`config.mk`:
```
export PLATFORM = sky130hd
export DESIGN_NAME = ps2_rx
export DESIGN_NICKNAME = d
export VERILOG_FILES = /design/src/text_term_macros.svh /design/src/text_term_pkg.sv /design/src/ps2_rx.sv
export SDC_FILE = /design/constraint.sdc
export NUM_CORES = 1
export LEC_CHECK = 0
export ABC_AREA = 1
export BUFFER_PORTS_ARGS = -buffer_cell sky130_fd_sc_hd__buf_2
export CORE_MARGIN = 2
export CORE_UTILIZATION = 52
export CTS_BUF_LIST = sky130_fd_sc_hd__clkbuf_8
export CTS_CLUSTER_DIAMETER = 40
export DETAILED_ROUTE_END_ITERATION = 16
export PLACE_DENSITY = 0.76
export SLEW_MARGIN = 10
export SYNTH_ARGS = -nofsm -noshare
export SYNTH_HDL_FRONTEND = slang
export SYNTH_SLANG_ARGS = --single-unit
```
`constraint.sdc`:
```
create_clock -name clk -period 1.51 [get_ports clk]
set_input_delay 0.0755 -clock clk [delete_from_list [all_inputs] [get_ports clk]]
set_output_delay 0.0755 -clock clk [all_outputs]
set_load 0.1 [all_outputs]
```
`src/text_term_macros.svh`:
```
`ifndef TEXT_TERM_MACROS_SVH
`define TEXT_TERM_MACROS_SVH

// 640x480 horizontal timing, in pixel clocks
`define H_ACTIVE 640
`define H_FRONT 16
`define H_SYNC 96
`define H_BACK 48

// vertical timing, in lines
`define V_ACTIVE 480
`define V_FRONT 10
`define V_SYNC 2
`define V_BACK 33

// glyph cell and text grid
`define CELL_W 8
`define CELL_H 16
`define COLS 80
`define ROWS 30
`define CELLS 2400

// set-2 scan codes and the newline character
`define KEY_BREAK 8'hF0
`define KEY_ENTER 8'h5A
`define CHAR_NEWLINE 8'h0A

`endif
```
`src/text_term_pkg.sv`:
```
package text_term_pkg;

	typedef logic [7:0] scan_code_t;

	// 0 marks an empty cell
	typedef logic [7:0] ascii_t;

	// row * 80 + column
	typedef logic [11:0] cell_addr_t;

	typedef logic [9:0] pix_x_t;
	typedef logic [9:0] pix_y_t;

	typedef logic [3:0] glyph_row_t;
	typedef logic [2:0] glyph_col_t;

	typedef enum logic [1:0] {
		IDLE,
		DATA,
		PARITY,
		STOP
	} rx_state_t;

endpackage

```
`src/ps2_rx.sv`:
```
`timescale 1ns/1ps

module ps2_rx (
	input  logic                      clk,
	input  logic                      rst_n,
	input  logic                      ps2_clk,
	input  logic                      ps2_data,
	output text_term_pkg::scan_code_t code,
	output logic                      code_valid,
	output logic                      frame_error
);

	logic [2:0] clk_sync;
	logic [1:0] data_sync;
	logic ps2_fall;
	logic bit_in;
	text_term_pkg::rx_state_t state;
	logic [2:0] bit_cnt;
	logic parity_acc;
	text_term_pkg::scan_code_t shift_reg;

	// two sync flops, the third one only for edge detection
	always_ff @(posedge clk) begin
		if (!rst_n) begin
			clk_sync <= 3'b111;
			data_sync <= 2'b11;
		end else begin
			clk_sync <= {clk_sync[1:0], ps2_clk};
			data_sync <= {data_sync[0], ps2_data};
		end
	end

	assign ps2_fall = clk_sync[2] & ~clk_sync[1];
	assign bit_in = data_sync[1];

	always_ff @(posedge clk) begin
		if (!rst_n) begin
			state <= text_term_pkg::IDLE;
			bit_cnt <= 3'd0;
			parity_acc <= 1'b0;
			code_valid <= 1'b0;
			frame_error <= 1'b0;
		end else begin
			code_valid <= 1'b0;
			frame_error <= 1'b0;
			if (ps2_fall) begin
				case (state)
					text_term_pkg::IDLE: begin
						if (!bit_in) begin
							state <= text_term_pkg::DATA;
							bit_cnt <= 3'd0;
							parity_acc <= 1'b0;
						end else begin
							frame_error <= 1'b1;
						end
					end
					text_term_pkg::DATA: begin
						parity_acc <= parity_acc ^ bit_in;
						bit_cnt <= bit_cnt + 3'd1;
						if (bit_cnt == 3'd7) begin
							state <= text_term_pkg::PARITY;
						end
					end
					text_term_pkg::PARITY: begin
						parity_acc <= parity_acc ^ bit_in;
						state <= text_term_pkg::STOP;
					end
					default: begin
						// odd parity leaves the accumulator at 1
						if (bit_in && parity_acc) begin
							code_valid <= 1'b1;
						end else begin
							frame_error <= 1'b1;
						end
						state <= text_term_pkg::IDLE;
					end
				endcase
			end
		end
	end

	// lsb arrives first
	always_ff @(posedge clk) begin
		if (ps2_fall && state == text_term_pkg::DATA) begin
			shift_reg <= {bit_in, shift_reg[7:1]};
		end
		if (ps2_fall && state == text_term_pkg::STOP) begin
			code <= shift_reg;
		end
	end

endmodule

```
==> Word level (Yosys, flattened, before mapping) <==
Cells that the tools add are included.
{ "op_classes": {"addsub": 1, "eq_ne": 6, "mux": 11, "bitwise_logic": 5, "n_reduce_logical": 12} }
{ "op_table": {"columns": ["cell", "n"], "rows": [
  ["$reduce_and 3->1", 3],
  ["$pmux 2 s3", 1],
  ["$pmux 3 s2", 1],
  ["$reduce_or 5->1", 1],
  ["$eq 2x2->1 const B", 2],
  ["$mux 1", 4],
  ["$mux 2", 2],
  ["$ne 2x2->1 const B", 2],
  ["$pmux 1 s2", 2],
  ["$reduce_bool 2->1", 2],
  ["$add 3x1->3 const B", 1],
  ["$eq 3x3->1 const B", 1],
  ["$logic_and 1x1->1", 3],
  ["$mux 3", 1],
  ["$not 1->1", 3],
  ["$eq 2x1->1 const B", 1],
  ["$logic_not 2->1", 1],
  ["$reduce_and 2->1", 1],
  ["$reduce_or 2->1", 1],
  ["$and 1x1->1", 1],
  ["$xor 1x1->1", 1]
]} }
{ "word_totals": {"ff_bits": 29, "inputBits": 4, "output_inout_bits": 10, "wordCells": 44} }

==> Logic depth before layout (Yosys ltp) <==
{ "depth": {"word_depth": 4, "depth_mapped": 8, "ltp_nobuf": 8} }

==> Least setup slack after synthesis <==
Ideal clock, no wire load.
{ "synth_timing": {"path_kind": "reg2reg", "startpoint": "register state[1]", "endpoint": "register shift_reg[0] (enable)", "setup_time_ps": 370, "arrival_time_ps": 1036, "t_required_ps": 1140, "slack_ps": 103, "stages_incl_launch_ff": 5, "n_path_buf": 0, "period_less_slack_ps": 1407, "cell_sequence": "dfxtp_1 inv_1 ha_1 inv_1 nor2_1"} }
{ "synth_via": {"elab_chain_cells": 2} }
{ "synth_rtl": {"columns": ["element", "line", "text"], "rows": [
  ["start, declared", "ps2_rx.sv:17", "text_term_pkg::rx_state_t state;"],
  ["start signal, assigned", "ps2_rx.sv:38", "state <= text_term_pkg::IDLE;"],
  ["start signal, assigned", "ps2_rx.sv:50", "state <= text_term_pkg::DATA;"],
  ["start signal, assigned", "ps2_rx.sv:61", "state <= text_term_pkg::PARITY;"],
  ["$eq 2x1->1", "ps2_rx.sv:84", "if (ps2_fall && state == text_term_pkg::DATA) begin"],
  ["$logic_and 1x1->1", "ps2_rx.sv:84", null],
  ["end signal, assigned", "ps2_rx.sv:85", "shift_reg <= {bit_in, shift_reg[7:1]};"],
  ["end, declared", "ps2_rx.sv:20", "text_term_pkg::scan_code_t shift_reg;"]
]} }
Every way passes these cells.
A chain may end at the register's enable or synchronous reset.

==> Worst setup path in the final report <==
{ "layout_timing": {"startpoint": "register state[0]", "endpoint": "register parity_acc"} }
{ "layout_via": {"elab_chain_cells": 4} }
{ "layout_rtl": {"columns": ["element", "line", "text"], "rows": [
  ["$eq 2x1->1 / $eq 2x2->1 (equally long branches)", "ps2_rx.sv:47", "case (state)"],
  ["$reduce_or 2->1 (no source line)", null, null],
  ["$reduce_bool 2->1 (no source line)", null, null],
  ["$reduce_and 3->1 (no source line)", null, null],
  ["end signal, assigned", "ps2_rx.sv:58", "parity_acc <= parity_acc ^ bit_in;"],
  ["end signal, assigned", "ps2_rx.sv:65", "parity_acc <= parity_acc ^ bit_in;"],
  ["end, declared", "ps2_rx.sv:19", "logic parity_acc;"]
]} }
Parallel ways exist; a longest one is shown, timed or not.

==> summary by stage <==
GRT
The initial antenna violation count is 0. The number of global-route vias before repair is between 600 and 700. The total routing resource utilization after global routing is 0.162. The total congestion overflow after global routing is 0. The first global-routing pass estimated 2.84 mm of wire. The largest net degree at the start of global routing is 10.

Clock tree
Counting along the longest clock path gives a buffer depth of 2. The number of setup buffers added after CTS is 0. The CTS tree is done.

After clock tree synthesis, the clock-pin slew on the worst setup and hold paths is 0.06 ns. The number of gates resized after cts is 0. The master cell of the clock root buffer is sky130_fd_sc_hd__clkbuf_8. The number of buffers inserted by hold repair at cts is 2. CTS built an H-tree with a depth of 2. Clock tree synthesis inserted a total of 5 buffers.

The number of clock sinks is 29. The insertion delay to the later sink of the worst-skew pair is 0.27 ns.

Setup path
The sort of element at the start of the critical path is a flip-flop. For the worst setup path, the data arrival time is 1.49 ns. The launch point of the worst reg-to-reg path is state[0]. The worst setup path endpoint is parity_acc.

In this run the critical register-to-register path is captured at parity_acc. Tracing the worst setup path back leads to its startpoint at state[0]. The critical path required time is between 1.5 and 2 ns.

The path depth of the worst reg2reg path is 8. The setup path with the least slack is of type reg -> reg. The maximum fanout along the worst path is 6. The element type at the critical path end is a flip-flop. Across all register-to-register paths, the minimum setup slack is 0.18 ns.

Detailed routing
The detailed-route vias per instance is between 4 and 5. The count of TritonRoute iterations in the first routing pass is 4. The detail route stage leaves a number of antenna-violating nets equal to 0. The routed layout has 702 vias. In this run, the number of DRC markers left after iteration 0 of detailed routing was 8. The final routed DRC violation total is 0. The detail-routed net length per standard cell is 11.5 um. The detailed-route wire length is approximately 1.7 mm.

Yosys
The flop and latch count out of synthesis is 29. The share of synthesized area in the top cell type comes to 0.433. The most frequently used flop master after synthesis is sky130_fd_sc_hd__edfxtp_1.

In the synthesized netlist, the cells that appear most often are sky130_fd_sc_hd__edfxtp_1 (16), sky130_fd_sc_hd__nand2_1 (15), sky130_fd_sc_hd__dfxtp_1 (13), sky130_fd_sc_hd__inv_1 (11), sky130_fd_sc_hd__nor2_1 (8). In the post-synthesis netlist, the biggest area contributors are sky130_fd_sc_hd__edfxtp_1 (43%), sky130_fd_sc_hd__dfxtp_1 (23%), sky130_fd_sc_hd__ha_1 (7.9%), sky130_fd_sc_hd__nand2_1 (5.1%), sky130_fd_sc_hd__inv_1 (3.7%). Each instance of the synthesized netlist takes up on average 11.7 um2. In this run, synthesis inferred 16 flip-flops with an integrated enable. Summing every instance area after synthesis gives 0.00111 mm2.

Yosys mapped the design onto 16 distinct sky130hd cell types. The post-synthesis sequential area ratio is 0.667. The share of synthesized flip-flops with an asynchronous set or reset is 0. For this run, the number of Yosys warnings is 0. The most common cell in the synthesized netlist is sky130_fd_sc_hd__edfxtp_1. After technology mapping, the gate count stands at 95. When the netlist entered floorplanning its net count stood at 106. The biggest area consumer among synthesized cells is sky130_fd_sc_hd__edfxtp_1.

STA
The final hold slack is 0.0571 ns. The number of failing hold endpoints at the final stage is 0. Setup violations remaining at the end of the flow were counted as 0.

The worst-case clock skew is about 0.0085 ns. Setup repair after global routing left no endpoint under its margin. Of the available clock period, the critical path in the final layout requires 0.878. The max-slew violation count is 0. The shortest period the worst path allows is 1.33 ns. Timing would allow up to 754 MHz. For the pin with the worst max-slew slack, the measured transition is about 0.5 ns. The relative slew slack is 0.674.

In the final timing run, aggregate negative setup slack is 0 ns.

Floorplanning
The number of ports placed on the die boundary is 14. The die span in x is about 50 um. The area inside the core boundary is 0.00198 mm2.

The initial core utilization is 0.560. The y dimension of the die is 50.2 um. The die covers 0.00252 mm2. The row count is 16.

Power and ir drop
In this run the power density over the cells is 1210 mW/mm2. The analysis attributes to cell leakage a power of 0.555 nW. The largest voltage drop on the vdd net is 0.936 mV.

Final layout
The layout-stage area growth over the synthesis result is 21.6%. The number of inserted filler cells in the final layout is ~140. The share of layout cells above drive strength 1 is 0.283. The final-stage net count is between 100 and 150. The number of diodes added for antenna fixing is 0.

Run status
The run finished with clean final reports.

Hold path
The class of the tightest hold or removal check is in -> reg.

Placed design
The placer's final routability congestion estimate is 0.849. The count of buffers added on input and output ports is 13. The HPWL after detailed placement is between 1 and 1.5 mm.

Run
The count of max-cap constraint violations is 0.
[stage by stage]
step	cell area [um2]	util	setup slack (ns)	total power (W)	std cells
final	1350	0.681	0.184	0.00163	147
after detailed placement	1220	0.617	0.181	0.000904	137
after global routing	1350	0.681	0.0688	0.00169	147
after floorplan	1110	-	0.103	0.000890	95
after global placement	1220	0.617	0.218	0.000903	137
after CTS	1350	0.681	0.179	0.00165	147
[layer usage]
metal / track usage / vias up / wire [um]
li1: - / 361 / -
met1: 0.170 / 320 / 748
met2: 0.263 / 16 / 815
met3: 0.0655 / 5 / 83
met4: 0.111 / 0 / 40
met5: 0 / - / 0
[cell usage in the layout, fill, tap and decap left out]
cell type,netlist,layout
sky130_fd_sc_hd__inv_1,11,12
sky130_fd_sc_hd__or2_2,5,5
sky130_fd_sc_hd__nand3_1,6,6
sky130_fd_sc_hd__nor2_4,1,1
sky130_fd_sc_hd__edfxtp_1,16,16
sky130_fd_sc_hd__ha_1,7,7
sky130_fd_sc_hd__nand2_2,1,1
sky130_fd_sc_hd__inv_2,2,2
sky130_fd_sc_hd__nor2_1,8,8
sky130_fd_sc_hd__nand3_2,1,1
sky130_fd_sc_hd__clkinv_1,0,1
sky130_fd_sc_hd__nor2_2,2,2
sky130_fd_sc_hd__dfxtp_1,13,13
sky130_fd_sc_hd__nand2_1,15,15
sky130_fd_sc_hd__clkbuf_8,0,5
sky130_fd_sc_hd__bufinv_16,0,1
sky130_fd_sc_hd__a21oi_1,4,4
sky130_fd_sc_hd__buf_2,0,13
sky130_fd_sc_hd__nor3b_2,1,1
sky130_fd_sc_hd__buf_4,0,2
sky130_fd_sc_hd__dlygate4sd3_1,0,2
sky130_fd_sc_hd__nand4_1,2,2
[how the worst min path moves through the flow]
stage                         from           end  slack (ns)  depth (start not counted)
after floorplan              rst_n   clk_sync[2]        0.14                          1
after global placement     ps2_clk   clk_sync[0]        0.26                          2
after detailed placement  ps2_data  data_sync[0]        0.27                          2
after CTS                    rst_n   clk_sync[2]        0.05                          2
after global routing         rst_n   clk_sync[2]        0.05                          2
final                        rst_n   clk_sync[2]        0.06                          2
[where the power goes]
group | internal, W | leakage [nW] | switching [W] | total, W
Sequential | 0.000833 | 0.249 | 0.00000494 | 0.000838
Combinational | 0.0000201 | 0.248 | 0.0000335 | 0.0000536
Clock | 0.000479 | 0.0570 | 0.000262 | 0.000741
Total | 0.00133 | 0.555 | 0.000301 | 0.00163
[area by class of cell]
| class | count | area (um2) | area share |
|---|---|---|---|
| Tap cell | 27 | 33.8 | 0.0250 |
| Timing Repair Buffer | 17 | 100 | 0.0741 |
| Clock buffer | 5 | 68.8 | 0.0510 |
| Clock inverter | 3 | 37.5 | 0.0278 |
| Multi-Input combinational cell | 53 | 320 | 0.237 |
| Sequential cell | 29 | 741 | 0.549 |
| Inverter | 13 | 48.8 | 0.0361 |
[critical path, stage by stage (launching register included)]
cell and delay [ns]:
sky130_fd_sc_hd__dfxtp_1 0.37, sky130_fd_sc_hd__inv_1 0.09, sky130_fd_sc_hd__ha_1 0.23, sky130_fd_sc_hd__nand2_2 0.14, sky130_fd_sc_hd__inv_2 0.06, sky130_fd_sc_hd__nor2_2 0.14
sky130_fd_sc_hd__nand3_1 0.09, sky130_fd_sc_hd__nand2_1 0.06, sky130_fd_sc_hd__nor2_1 0.03
[cell families after synthesis]
family                     Yosys count  share of synthesized area
adders and majority gates            7                     0.0789
AOI/OAI and AO/OA                    4                     0.0180
and+or+nand+nor                     42                      0.192
DFF                                 29                      0.667
buffers and inverters               13                     0.0440
No activity file was read; power rests on OpenSTA's default activity.
