### src/text_term_macros.svh
`ifndef TEXT_TERM_MACROS_SVH
`define TEXT_TERM_MACROS_SVH

// 640x480 horizontal timing, in pixel clocks
`define H_ACTIVE 640
`define H_FRONT 16
`define H_SYNC 96
`define H_BACK 48

// vertical timing, in lines
`define V_ACTIVE 480
`define V_FRONT 10
`define V_SYNC 2
`define V_BACK 33

// glyph cell and text grid
`define CELL_W 8
`define CELL_H 16
`define COLS 80
`define ROWS 30
`define CELLS 2400

// set-2 scan codes and the newline character
`define KEY_BREAK 8'hF0
`define KEY_ENTER 8'h5A
`define CHAR_NEWLINE 8'h0A

`endif
### src/text_term_pkg.sv
package text_term_pkg;

	typedef logic [7:0] scan_code_t;

	// 0 marks an empty cell
	typedef logic [7:0] ascii_t;

	// row * 80 + column
	typedef logic [11:0] cell_addr_t;

	typedef logic [9:0] pix_x_t;
	typedef logic [9:0] pix_y_t;

	typedef logic [3:0] glyph_row_t;
	typedef logic [2:0] glyph_col_t;

	typedef enum logic [1:0] {
		IDLE,
		DATA,
		PARITY,
		STOP
	} rx_state_t;

endpackage

### src/key_decoder.sv
`timescale 1ns/1ps
`include "text_term_macros.svh"

module key_decoder (
	input  logic                      clk,
	input  logic                      rst_n,
	input  text_term_pkg::scan_code_t code,
	input  logic                      code_valid,
	output text_term_pkg::ascii_t     ch,
	output logic                      ch_valid
);

	logic break_pending;
	logic map_hit;
	text_term_pkg::ascii_t map_ch;

	always_comb begin
		map_hit = 1'b1;
		case (code)
			8'h1C: map_ch = "A";
			8'h32: map_ch = "B";
			8'h21: map_ch = "C";
			8'h23: map_ch = "D";
			8'h24: map_ch = "E";
			8'h2B: map_ch = "F";
			8'h34: map_ch = "G";
			8'h33: map_ch = "H";
			8'h43: map_ch = "I";
			8'h3B: map_ch = "J";
			8'h42: map_ch = "K";
			8'h4B: map_ch = "L";
			8'h3A: map_ch = "M";
			8'h31: map_ch = "N";
			8'h44: map_ch = "O";
			8'h4D: map_ch = "P";
			8'h15: map_ch = "Q";
			8'h2D: map_ch = "R";
			8'h1B: map_ch = "S";
			8'h2C: map_ch = "T";
			8'h3C: map_ch = "U";
			8'h2A: map_ch = "V";
			8'h1D: map_ch = "W";
			8'h22: map_ch = "X";
			8'h35: map_ch = "Y";
			8'h1A: map_ch = "Z";
			8'h45: map_ch = "0";
			8'h16: map_ch = "1";
			8'h1E: map_ch = "2";
			8'h26: map_ch = "3";
			8'h25: map_ch = "4";
			8'h2E: map_ch = "5";
			8'h36: map_ch = "6";
			8'h3D: map_ch = "7";
			8'h3E: map_ch = "8";
			8'h46: map_ch = "9";
			8'h29: map_ch = " ";
			`KEY_ENTER: map_ch = `CHAR_NEWLINE;
			default: begin
				map_ch = 8'h00;
				map_hit = 1'b0;
			end
		endcase
	end

	always_ff @(posedge clk) begin
		if (!rst_n) begin
			break_pending <= 1'b0;
			ch_valid <= 1'b0;
		end else begin
			ch_valid <= 1'b0;
			if (code_valid) begin
				if (code == `KEY_BREAK) begin
					break_pending <= 1'b1;
				end else if (break_pending) begin
					// released key, swallow it
					break_pending <= 1'b0;
				end else begin
					ch_valid <= map_hit;
				end
			end
		end
	end

	always_ff @(posedge clk) begin
		if (code_valid) begin
			ch <= map_ch;
		end
	end

endmodule

### config.mk
export PLATFORM = sky130hd
export DESIGN_NAME = key_decoder
export DESIGN_NICKNAME = d
export VERILOG_FILES = /design/src/text_term_pkg.sv /design/src/key_decoder.sv
export VERILOG_INCLUDE_DIRS = /design/src /design/src/src
export SDC_FILE = /design/constraint.sdc
export NUM_CORES = 1
export LEC_CHECK = 0
export ABC_AREA = 1
export ABC_CLOCK_PERIOD_IN_PS = 1500
export BUFFER_PORTS_ARGS = -buffer_cell sky130_fd_sc_hd__buf_2
export CORE_AREA = 2 2 53 42
export DETAILED_ROUTE_END_ITERATION = 12
export DIE_AREA = 0 0 55 44
export PLACE_DENSITY = 0.77
export SLEW_MARGIN = 20
export SYNTH_ARGS = -nofsm -noshare
export SYNTH_HDL_FRONTEND = slang
export SYNTH_SLANG_ARGS = --single-unit
### constraint.sdc
create_clock -name clk -period 1.5 [get_ports clk]
set_input_delay 0.075 -clock clk [delete_from_list [all_inputs] [get_ports clk]]
set_output_delay 0.075 -clock clk [all_outputs]
set_load 0.05 [all_outputs]
# ---- Word level (Yosys, flattened, before mapping)
# Cells that the tools add are included.
dict set report totals {
  regBits 10
  input_bits 11
  output_inout_bits 9
}
dict set report classes {
  eq_ne 39
  mux 3
  n_bitwise 2
  n_reduce_logical 2
}
# operator n
set ops {}
lappend ops {{$pmux 7 s38} 1}
lappend ops {{$eq 8x6->1 const B} 23}
lappend ops {{$eq 8x7->1 const B} 8}
lappend ops {{$eq 8x5->1 const B} 7}
lappend ops {{$reduce_or 38->1} 1}
lappend ops {{$eq 8x8->1 const B} 1}
lappend ops {{$reduce_or 4->1} 1}
lappend ops {{$mux 1} 2}
lappend ops {{$not 1->1} 2}

# ---- Depth between registers and ports, before layout
# Gate-level depths: netlist of the first run.
dict set report logic_depth {
  depth_word 3
  depth_mapped 10
  ltp_nobuf 9
}

# ---- Worst setup path after synthesis of the first run
# Ideal clock, no wire load.
dict set report synth_timing {
  path_type {input-to-reg}
  from {input port code[7]}
  to {register ch[4] (data pin)}
  setup_time_ps 271
  t_arrival_ps 833
  setup_slack_ps 396
  cell_stages 8
  path_buffers 1
  path_cell_list {inv_1 -> nand2_4 -> nor2_4 -> buf_6 -> nand2_1 -> nand2_2 -> nor3_1 -> nand4_1}
}
dict set report synth_between {
  elab_chain_cells 2
  word_cells_on_any_way 39
}
# element line_no
set synth_rtl {}
lappend synth_rtl {{start, declared} key_decoder.sv:7} ;# input text_term_pkg::scan_code_t code,
lappend synth_rtl {{$eq 8x7->1 (tied with other cells)} key_decoder.sv:19} ;# case (code)
lappend synth_rtl {{$pmux 7 s38 *} key_decoder.sv:19}
lappend synth_rtl {{via map_ch[4]} key_decoder.sv:15} ;# text_term_pkg::ascii_t map_ch;
lappend synth_rtl {{end signal, assigned} key_decoder.sv:86} ;# ch <= map_ch;
lappend synth_rtl {{end, declared} key_decoder.sv:9} ;# output text_term_pkg::ascii_t ch,
# Mark *: on every way through the listed nets, which the timed path passes. The rest lies on a longest branch.
# A chain may end at the register's enable or synchronous reset.

# ---- Final worst setup path of the first run
dict set report layout_timing {
  from {input port code[0]}
  to {register ch[0] (data pin)}
}
# Same word-level chain as after synthesis.

==> results of run 1 <==
## worst min-delay path, cell delays in order
cell,delay [ns]
buf_2,0.10
nand3b_1,0.07
a21oi_1,0.04
## flip-flops by register name, indices dropped and copies added, names as in the netlist
register	cells
ch	7
break_pending	1
ch_valid	1
## per-stage QoR
stage | area, sq um | hold WS [ns] | utilization (%) | instances | setup slack (ns)
floorplan | 960.9 | 0.1875 | - | 164 | 0.3959
global placement | 1062 | 0.3342 | 55.13 | 204 | 0.1565
detailed placement | 1062 | 0.3392 | 55.13 | 204 | 0.1377
CTS | 1089 | 0.06277 | 56.49 | 208 | 0.4191
global route | 1089 | 0.06748 | 56.49 | 208 | 0.2923
finish | 1089 | 0.06569 | 56.49 | 208 | 0.3477
## worst max path at each step
| stage | startpoint | to | slack, ns |
|---|---|---|---|
| after CTS | code[0] | ch[0] | 0.42 |
| after floorplan | code[7] | ch[4] | 0.40 |
| after global placement | code[0] | ch[0] | 0.16 |
| after global routing | code[0] | ch[6] | 0.29 |
| final | code[0] | ch[0] | 0.35 |
| after detailed placement | code[0] | ch[0] | 0.14 |
## layer usage
metal  GRT usage (%)  wire length [um]  vias up
li1                -                 -      568
met1           36.15              1081      522
met2           35.48              1200       85
met3           9.310               350        6
met4           5.366                23        0
met5               0                 0        -
## cells by family after synthesis
group	share of synthesized area, %
buffers and inverters	7.422
flip-flops	26.04
AND/OR/NAND/NOR	63.02
AO/OA/AOI/OAI	3.125
other	0.3903
## where the power goes
group / total, mW / switching, mW / leakage (nW) / internal, mW
clock network: 0.187 / 0.0842 / 0.0150 / 0.102
logic: 0.192 / 0.147 / 0.524 / 0.0450
registers: 0.292 / 0.00393 / 0.0830 / 0.288
total: 0.670 / 0.235 / 0.622 / 0.435
## cells in the mapped netlist
library cell / n / share of area, %
nor4_1: 3 / 2.0
inv_1: 13 / 5.1
a21oi_1: 4 / 2.1
nand2_2: 6 / 3.9
edfxtp_1: 7 / 22
nor2_4: 4 / 4.7
nand3_1: 7 / 3.6
nor2_2: 5 / 3.3
conb_1: 1 / 0.39
and2_1: 1 / 0.65
nand3b_1: 1 / 0.78
inv_2: 1 / 0.39
nor3_1: 4 / 2.1
nor2_1: 23 / 9.0
buf_4: 1 / 0.78
nand2_4: 1 / 1.2
nand4_1: 7 / 4.6
buf_6: 1 / 1.2
nand2_1: 70 / 27
dfxtp_1: 2 / 4.2
o21ai_0: 2 / 1.0
## placed cells by master, fill, tap and decap left out
master / synthesis / layout
nand2_1: 70 / 70
nor2_1: 23 / 23
buf_2: 0 / 18
inv_1: 13 / 13
nand4_1: 7 / 7
nand3_1: 7 / 7
edfxtp_1: 7 / 7
nand2_2: 6 / 6
nor2_2: 5 / 5
nor2_4: 4 / 4
nor3_1: 4 / 4
a21oi_1: 4 / 4
nor4_1: 3 / 3
clkbuf_4: 0 / 3
o21ai_0: 2 / 2
dfxtp_1: 2 / 2
nand2_4: 1 / 1
inv_2: 1 / 1
and2_1: 1 / 1
nand3b_1: 1 / 1
conb_1: 1 / 1
clkbuf_1: 0 / 1
## area by class of cell
| type | count | area, sq um |
|---|---|---|
| tap | 24 | 30.03 |
| timing repair buffer | 18 | 90.09 |
| clock buffer | 4 | 26.28 |
| sequential | 9 | 250.2 |
| fill | 201 | 838.3 |
| multi-input combinational | 139 | 639.4 |
| inverter | 14 | 52.55 |
==> key figures, run 1 <==
Routing
  – Residual antenna-violating net count after detailed routing: 0
  – Routed vias: 1181
  – Detailed-route vias per instance: 5.678
  – Residual DRC: 0
  – Routed wire length: 2.656 mm
  – WL/cell: 12.77 um
  – Router iterations before antenna repair: 5
  – Iteration-0 DRC Markers: 90

Setup path
  – Worst reg2reg endpoint: break_pending
  – Critical Path Fanout Max: 4
  – CP Launch Type: input pin
  – Length in cells of the worst reg-to-reg path: 2
  – Count of buffering cells on the critical path with inverters included: 2
  – Critical path, cell by cell: buf_2 > inv_1 > nand2_1 > nor2_1 > nand2_1 > nand2_1 > nor3_1 > nand2_1
  – Cell with the largest stage delay on the worst path: nor3_1
  – R2R Path Start: break_pending
  – Path length in cells of the critical path: 8
  – Flop2flop setup slack: 0.87 ns
  – Kind of critical path: in -> reg
  – Max incr delay on CP: 0.32 ns
  – Signal arrival time at the worst endpoint: 1.16 ns
  – Worst Setup End Kind: register
  – Cell seen most often among critical-path stages: nand2_1
  – Required arrival time at the worst endpoint: 1.51 ns
  – Top cell family by delay on the critical path: simple AND/OR/NAND/NOR gates

Clocking
  – Register clock-pin slew on the reported worst setup and hold paths: 0.06 ns
  – Library cell used as clock root buffer: clkbuf_4
  – Post-cts resize count: 0
  – Clock tree from TritonCTS: built
  – CTS Buffer Depth: 2
  – Number of sinks on the clock net: 9
  – Number of buffers inserted to repair setup after CTS: 0
  – Deepest level of the CTS H-tree: 1
  – Count of hold-fix buffers inserted at cts: 0
  – Clock insertion delay at the later pin of the skew report: 0.26 ns
  – Cts bufs inserted: 3

Die
  – DIE AREA: 0.002420 sq mm
  – Initial cell density of the core: 49.87%
  – I/O Pins: 20
  – Die boundary width: 55 um
  – Placeable Area: 0.001927 sq mm
  – Number of core rows: 14
  – Die H: 44 um

Yosys
  – Synthesized netlist net count: 175
  – Gate count after technology mapping: 164
  – Syn Area/Cell: 5.859 sq um
  – Register bit total from synthesis: 9
  – Yosys cell types: 21
  – Mapped cell area: 960.9 sq um
  – Sequential fraction of the synthesis area: 26.04%
  – Count of synthesis-stage warnings from yosys: 0

Hold path
  – Hold path start: rst_n
  – Worst min-delay path endpoint: ch_valid
  – Hold path depth: 3
  – Worst min-delay path category: in -> reg

Placed design
  – Half-perimeter wire length after placement: 2.206 mm
  – Global placer's final weighted congestion: 0.9523
  – # port buffers: 18

Finish
  – Area Growth Syn to Fin: 13.28%
  – Count of antenna diodes in the layout: 0
  – Fraction of final layout cells sized beyond drive strength 1: 20.65%
  – Total number of nets in the final design: 196

STA
  – Number of max-slew violations in the final report: 0
  – Minimum clock period: 1.152 ns
  – Final-report setup violation count: 0
  – Final worst path period share: 76.82%
  – Setup Skew: 0.0001517 ns
  – Fmax: 867.8 MHz
  – Sum Neg Setup Slack: 0 ns
  – RSZ-0062 raised after global routing: no
  – Count of endpoints failing hold in the final timing report: 0

Global route
  – Via count of the first global-routing pass: 996
  – Global route total overflow: 0
  – Largest net degree at the start of global routing: 13
  – First-pass GRT wire length: 4.374 mm
  – Global-route total usage across every layer: 25.03%
  – Number of antenna violations at the first check in global routing: 0

Pwr
  – Overall power after layout: 0.6702 mW
  – Power per cell area: 615.7 mW/mm^2
  – Leakage: 0.6216 nW
  – Maximum VDD drop: 0.4508 mV

Status
  – Result of the run: finished clean

Flow run
  – Max Cap Viol: 0
Power figures use the tool's default switching activity.
==> run 2: changes to the inputs <==
--- a/config.mk
+++ b/config.mk
@@ -7,7 +7,7 @@
 export NUM_CORES = 1
 export LEC_CHECK = 0
 export ABC_AREA = 1
-export ABC_CLOCK_PERIOD_IN_PS = 1500
+export ABC_CLOCK_PERIOD_IN_PS = 1110
 export BUFFER_PORTS_ARGS = -buffer_cell sky130_fd_sc_hd__buf_2
 export CORE_AREA = 2 2 53 42
 export DETAILED_ROUTE_END_ITERATION = 12
==> constraint.sdc (replaced) <==
create_clock -name clk -period 1.11 [get_ports clk]
set_input_delay 0.0555 -clock clk [delete_from_list [all_inputs] [get_ports clk]]
set_output_delay 0.0555 -clock clk [all_outputs]
set_load 0.05 [all_outputs]
==> run 2 against run 1 <==
Compared with the run above:
- register-to-register slack got worse by 0.41 ns
- clock power up 34%
- largest cell class unchanged
- via count increased by 7.0%
- hold slack worse by 0.0063 ns
- critical path type unchanged
- combinational power rose by 51%
- sequential power is 35% higher
- power up 39%
- highest routed layer unchanged
- non-clock buffer count increased by 15
- clock skew is 0.0058 ns higher
- core utilization grew 7.8 points
- global-route usage up 1.4 points
==> key figures, run 2 (same netlist as run 1, synthesis figures left out) <==
Flow run
  – Max Cap Viol: 0

Routing
  – Router iterations before antenna repair: 5
  – Residual DRC: 0
  – WL/cell: 13.87 um
  – Max Used Layer: met4
  – Iteration-0 DRC Markers: 106
  – Met1 WL: 1.239 mm
  – Residual antenna-violating net count after detailed routing: 0
  – Sum of met2 wire segment lengths after detailed routing: 1.395 mm
  – Detailed-route vias per instance: 5.643
  – Routed vias: 1264
  – Routed wire length: 3.107 mm
  – Met3 wire len: 445 um

Setup path
  – Worst Setup End Kind: register
  – Cell seen most often among critical-path stages: nand2_1
  – Required arrival time at the worst endpoint: 1.11 ns
  – Critical path, cell by cell: buf_2 > inv_1 > nand2_1 > nor2_4 > nand2_1 > nand2_1 > nor2_2 > nand2_1 > nor2_1 > nand3_1
  – Critical Path Fanout Max: 10
  – CP startpoint: code[4]
  – R2R Path Start: break_pending
  – Max incr delay on CP: 0.15 ns
  – Kind of critical path: in -> reg
  – Cell with the largest stage delay on the worst path: nor2_2
  – Length in cells of the worst reg-to-reg path: 2
  – Signal arrival time at the worst endpoint: 1.08 ns
  – CP Launch Type: input pin

Global route
  – Global-route total usage across every layer: 26.44%
  – Largest net degree at the start of global routing: 13
  – First-pass GRT wire length: 4.636 mm
  – Number of antenna violations at the first check in global routing: 0
  – Global route total overflow: 0
  – Via count of the first global-routing pass: 1090

Pwr
  – Power per cell area: 753.4 mW/mm^2
  – Maximum VDD drop: 0.8137 mV
  – Leakage: 0.6964 nW

Status
  – Result of the run: finished clean

Clocking
  – Register clock-pin slew on the reported worst setup and hold paths: 0.06 ns
  – Cts bufs inserted: 3
  – Library cell used as clock root buffer: clkbuf_4
  – Clock tree from TritonCTS: built
  – Number of sinks on the clock net: 9
  – Deepest level of the CTS H-tree: 1
  – CTS Buffer Depth: 2
  – Count of hold-fix buffers inserted at cts: 0
  – Clock insertion delay at the later pin of the skew report: 0.26 ns

STA
  – Worst Hold Slack: 0.05935 ns
  – Final-report setup violation count: 0
  – Final worst path period share: 97.76%
  – Count of endpoints failing hold in the final timing report: 0
  – Setup Skew: 0.005935 ns
  – Number of max-slew violations in the final report: 0
  – Minimum clock period: 1.085 ns
  – Sum Neg Setup Slack: 0 ns
  – Fmax: 921.5 MHz

Die
  – I/O Pins: 20
  – Number of core rows: 14
  – Initial cell density of the core: 49.87%
  – DIE AREA: 0.002420 sq mm
  – Die boundary width: 55 um
  – Placeable Area: 0.001927 sq mm
  – Die H: 44 um

Placed design
  – Half-perimeter wire length after placement: 2.357 mm
  – Global placer's final weighted congestion: 0.9636
  – # port buffers: 18
  – Placed cell count: 219

Finish
  – Most frequent standard cell in the layout excluding fill and tap cells: nand2_1
  – Final cell count without fillers: 224
  – Fraction of final layout cells sized beyond drive strength 1: 32.00%
  – Register with the most flip-flops: ch
  – Total number of nets in the final design: 212
  – Multi-input gate area in the final layout: 676.9 sq um
  – Area Growth Syn to Fin: 28.91%
  – Sequential standard cell area: 250.2 sq um
  – Flip-flop count of the largest register after layout: 7
  – Count of antenna diodes in the layout: 0
  – Leading cell types in the layout, fill and taps excluded: nand2_1 (65), nor2_1 (21), buf_2 (18)
  – Layout fillers: 174
  – Leading registers by flop count: ch x7, break_pending x1, ch_valid x1

Hold path
  – Worst min-delay path category: in -> reg
  – Hold path depth: 3
  – Hold path start: rst_n
-- run 2: cell count changes in the layout (fill, tap and decap cells not counted), sizes merged --
cell	previous run	this run
buf	18	33
nor2	32	33
-- run 2: routing by layer --
layer | up-vias | GRT usage [%]
met5 | - | 0
met4 | 0 | 4.390
met3 | 6 | 7.931
met2 | 93 | 39.05
met1 | 565 | 38.59
li1 | 600 | -
-- run 2: layout make-up --
cell class              count  area share (%)
clock buffers               4           2.121
flip-flops and latches      9           20.20
repair buffers             33           16.36
well taps                  24           2.424
inverters                  14           4.242
multi-input cells         140           54.65
-- run 2: power by group --
part	total, mW	switching, mW	internal, mW
Sequential	0.394	0.00538	0.389
Combinational	0.289	0.212	0.0777
Clock	0.250	0.112	0.138
Total	0.933	0.328	0.605
-- run 2: what timing repair did --
action / in CTS / in global routing
endpoints found under the hold margin: 0 / 0
gates resized for setup: 0 / 10
setup buffers: 0 / 0
endpoints found under the setup margin: 0 / 6
-- run 2: worst paths after layout --
| check | slack (ns) | to |
|---|---|---|
| worst min register to register | 0.51 | ch_valid |
| worst min-delay path | 0.06 | ch_valid |
| worst max-delay path | 0.02 | ch[6] |
| worst max register to register | 0.46 | break_pending |
-- run 2: critical path, delay by kind of cell --
| kind | cells | cell delay [ns] |
|---|---|---|
| AND/OR/NAND/NOR | 8 | 0.83 |
| buffers and inverters | 2 | 0.19 |
-- run 2: per-stage QoR --
step / worst slack (ns) / cell area (sq um) / power [mW] / util, %
global placement: -0.2218 / 1175 / 0.6682 / 60.97
global route: -0.03348 / 1239 / 0.9837 / 64.29
finish: 0.02482 / 1239 / 0.9332 / 64.29
detailed placement: -0.2548 / 1175 / 0.6743 / 60.97
floorplan: 0.02543 / 960.9 / 0.5901 / -
CTS: 0.02053 / 1201 / 0.9241 / 62.34
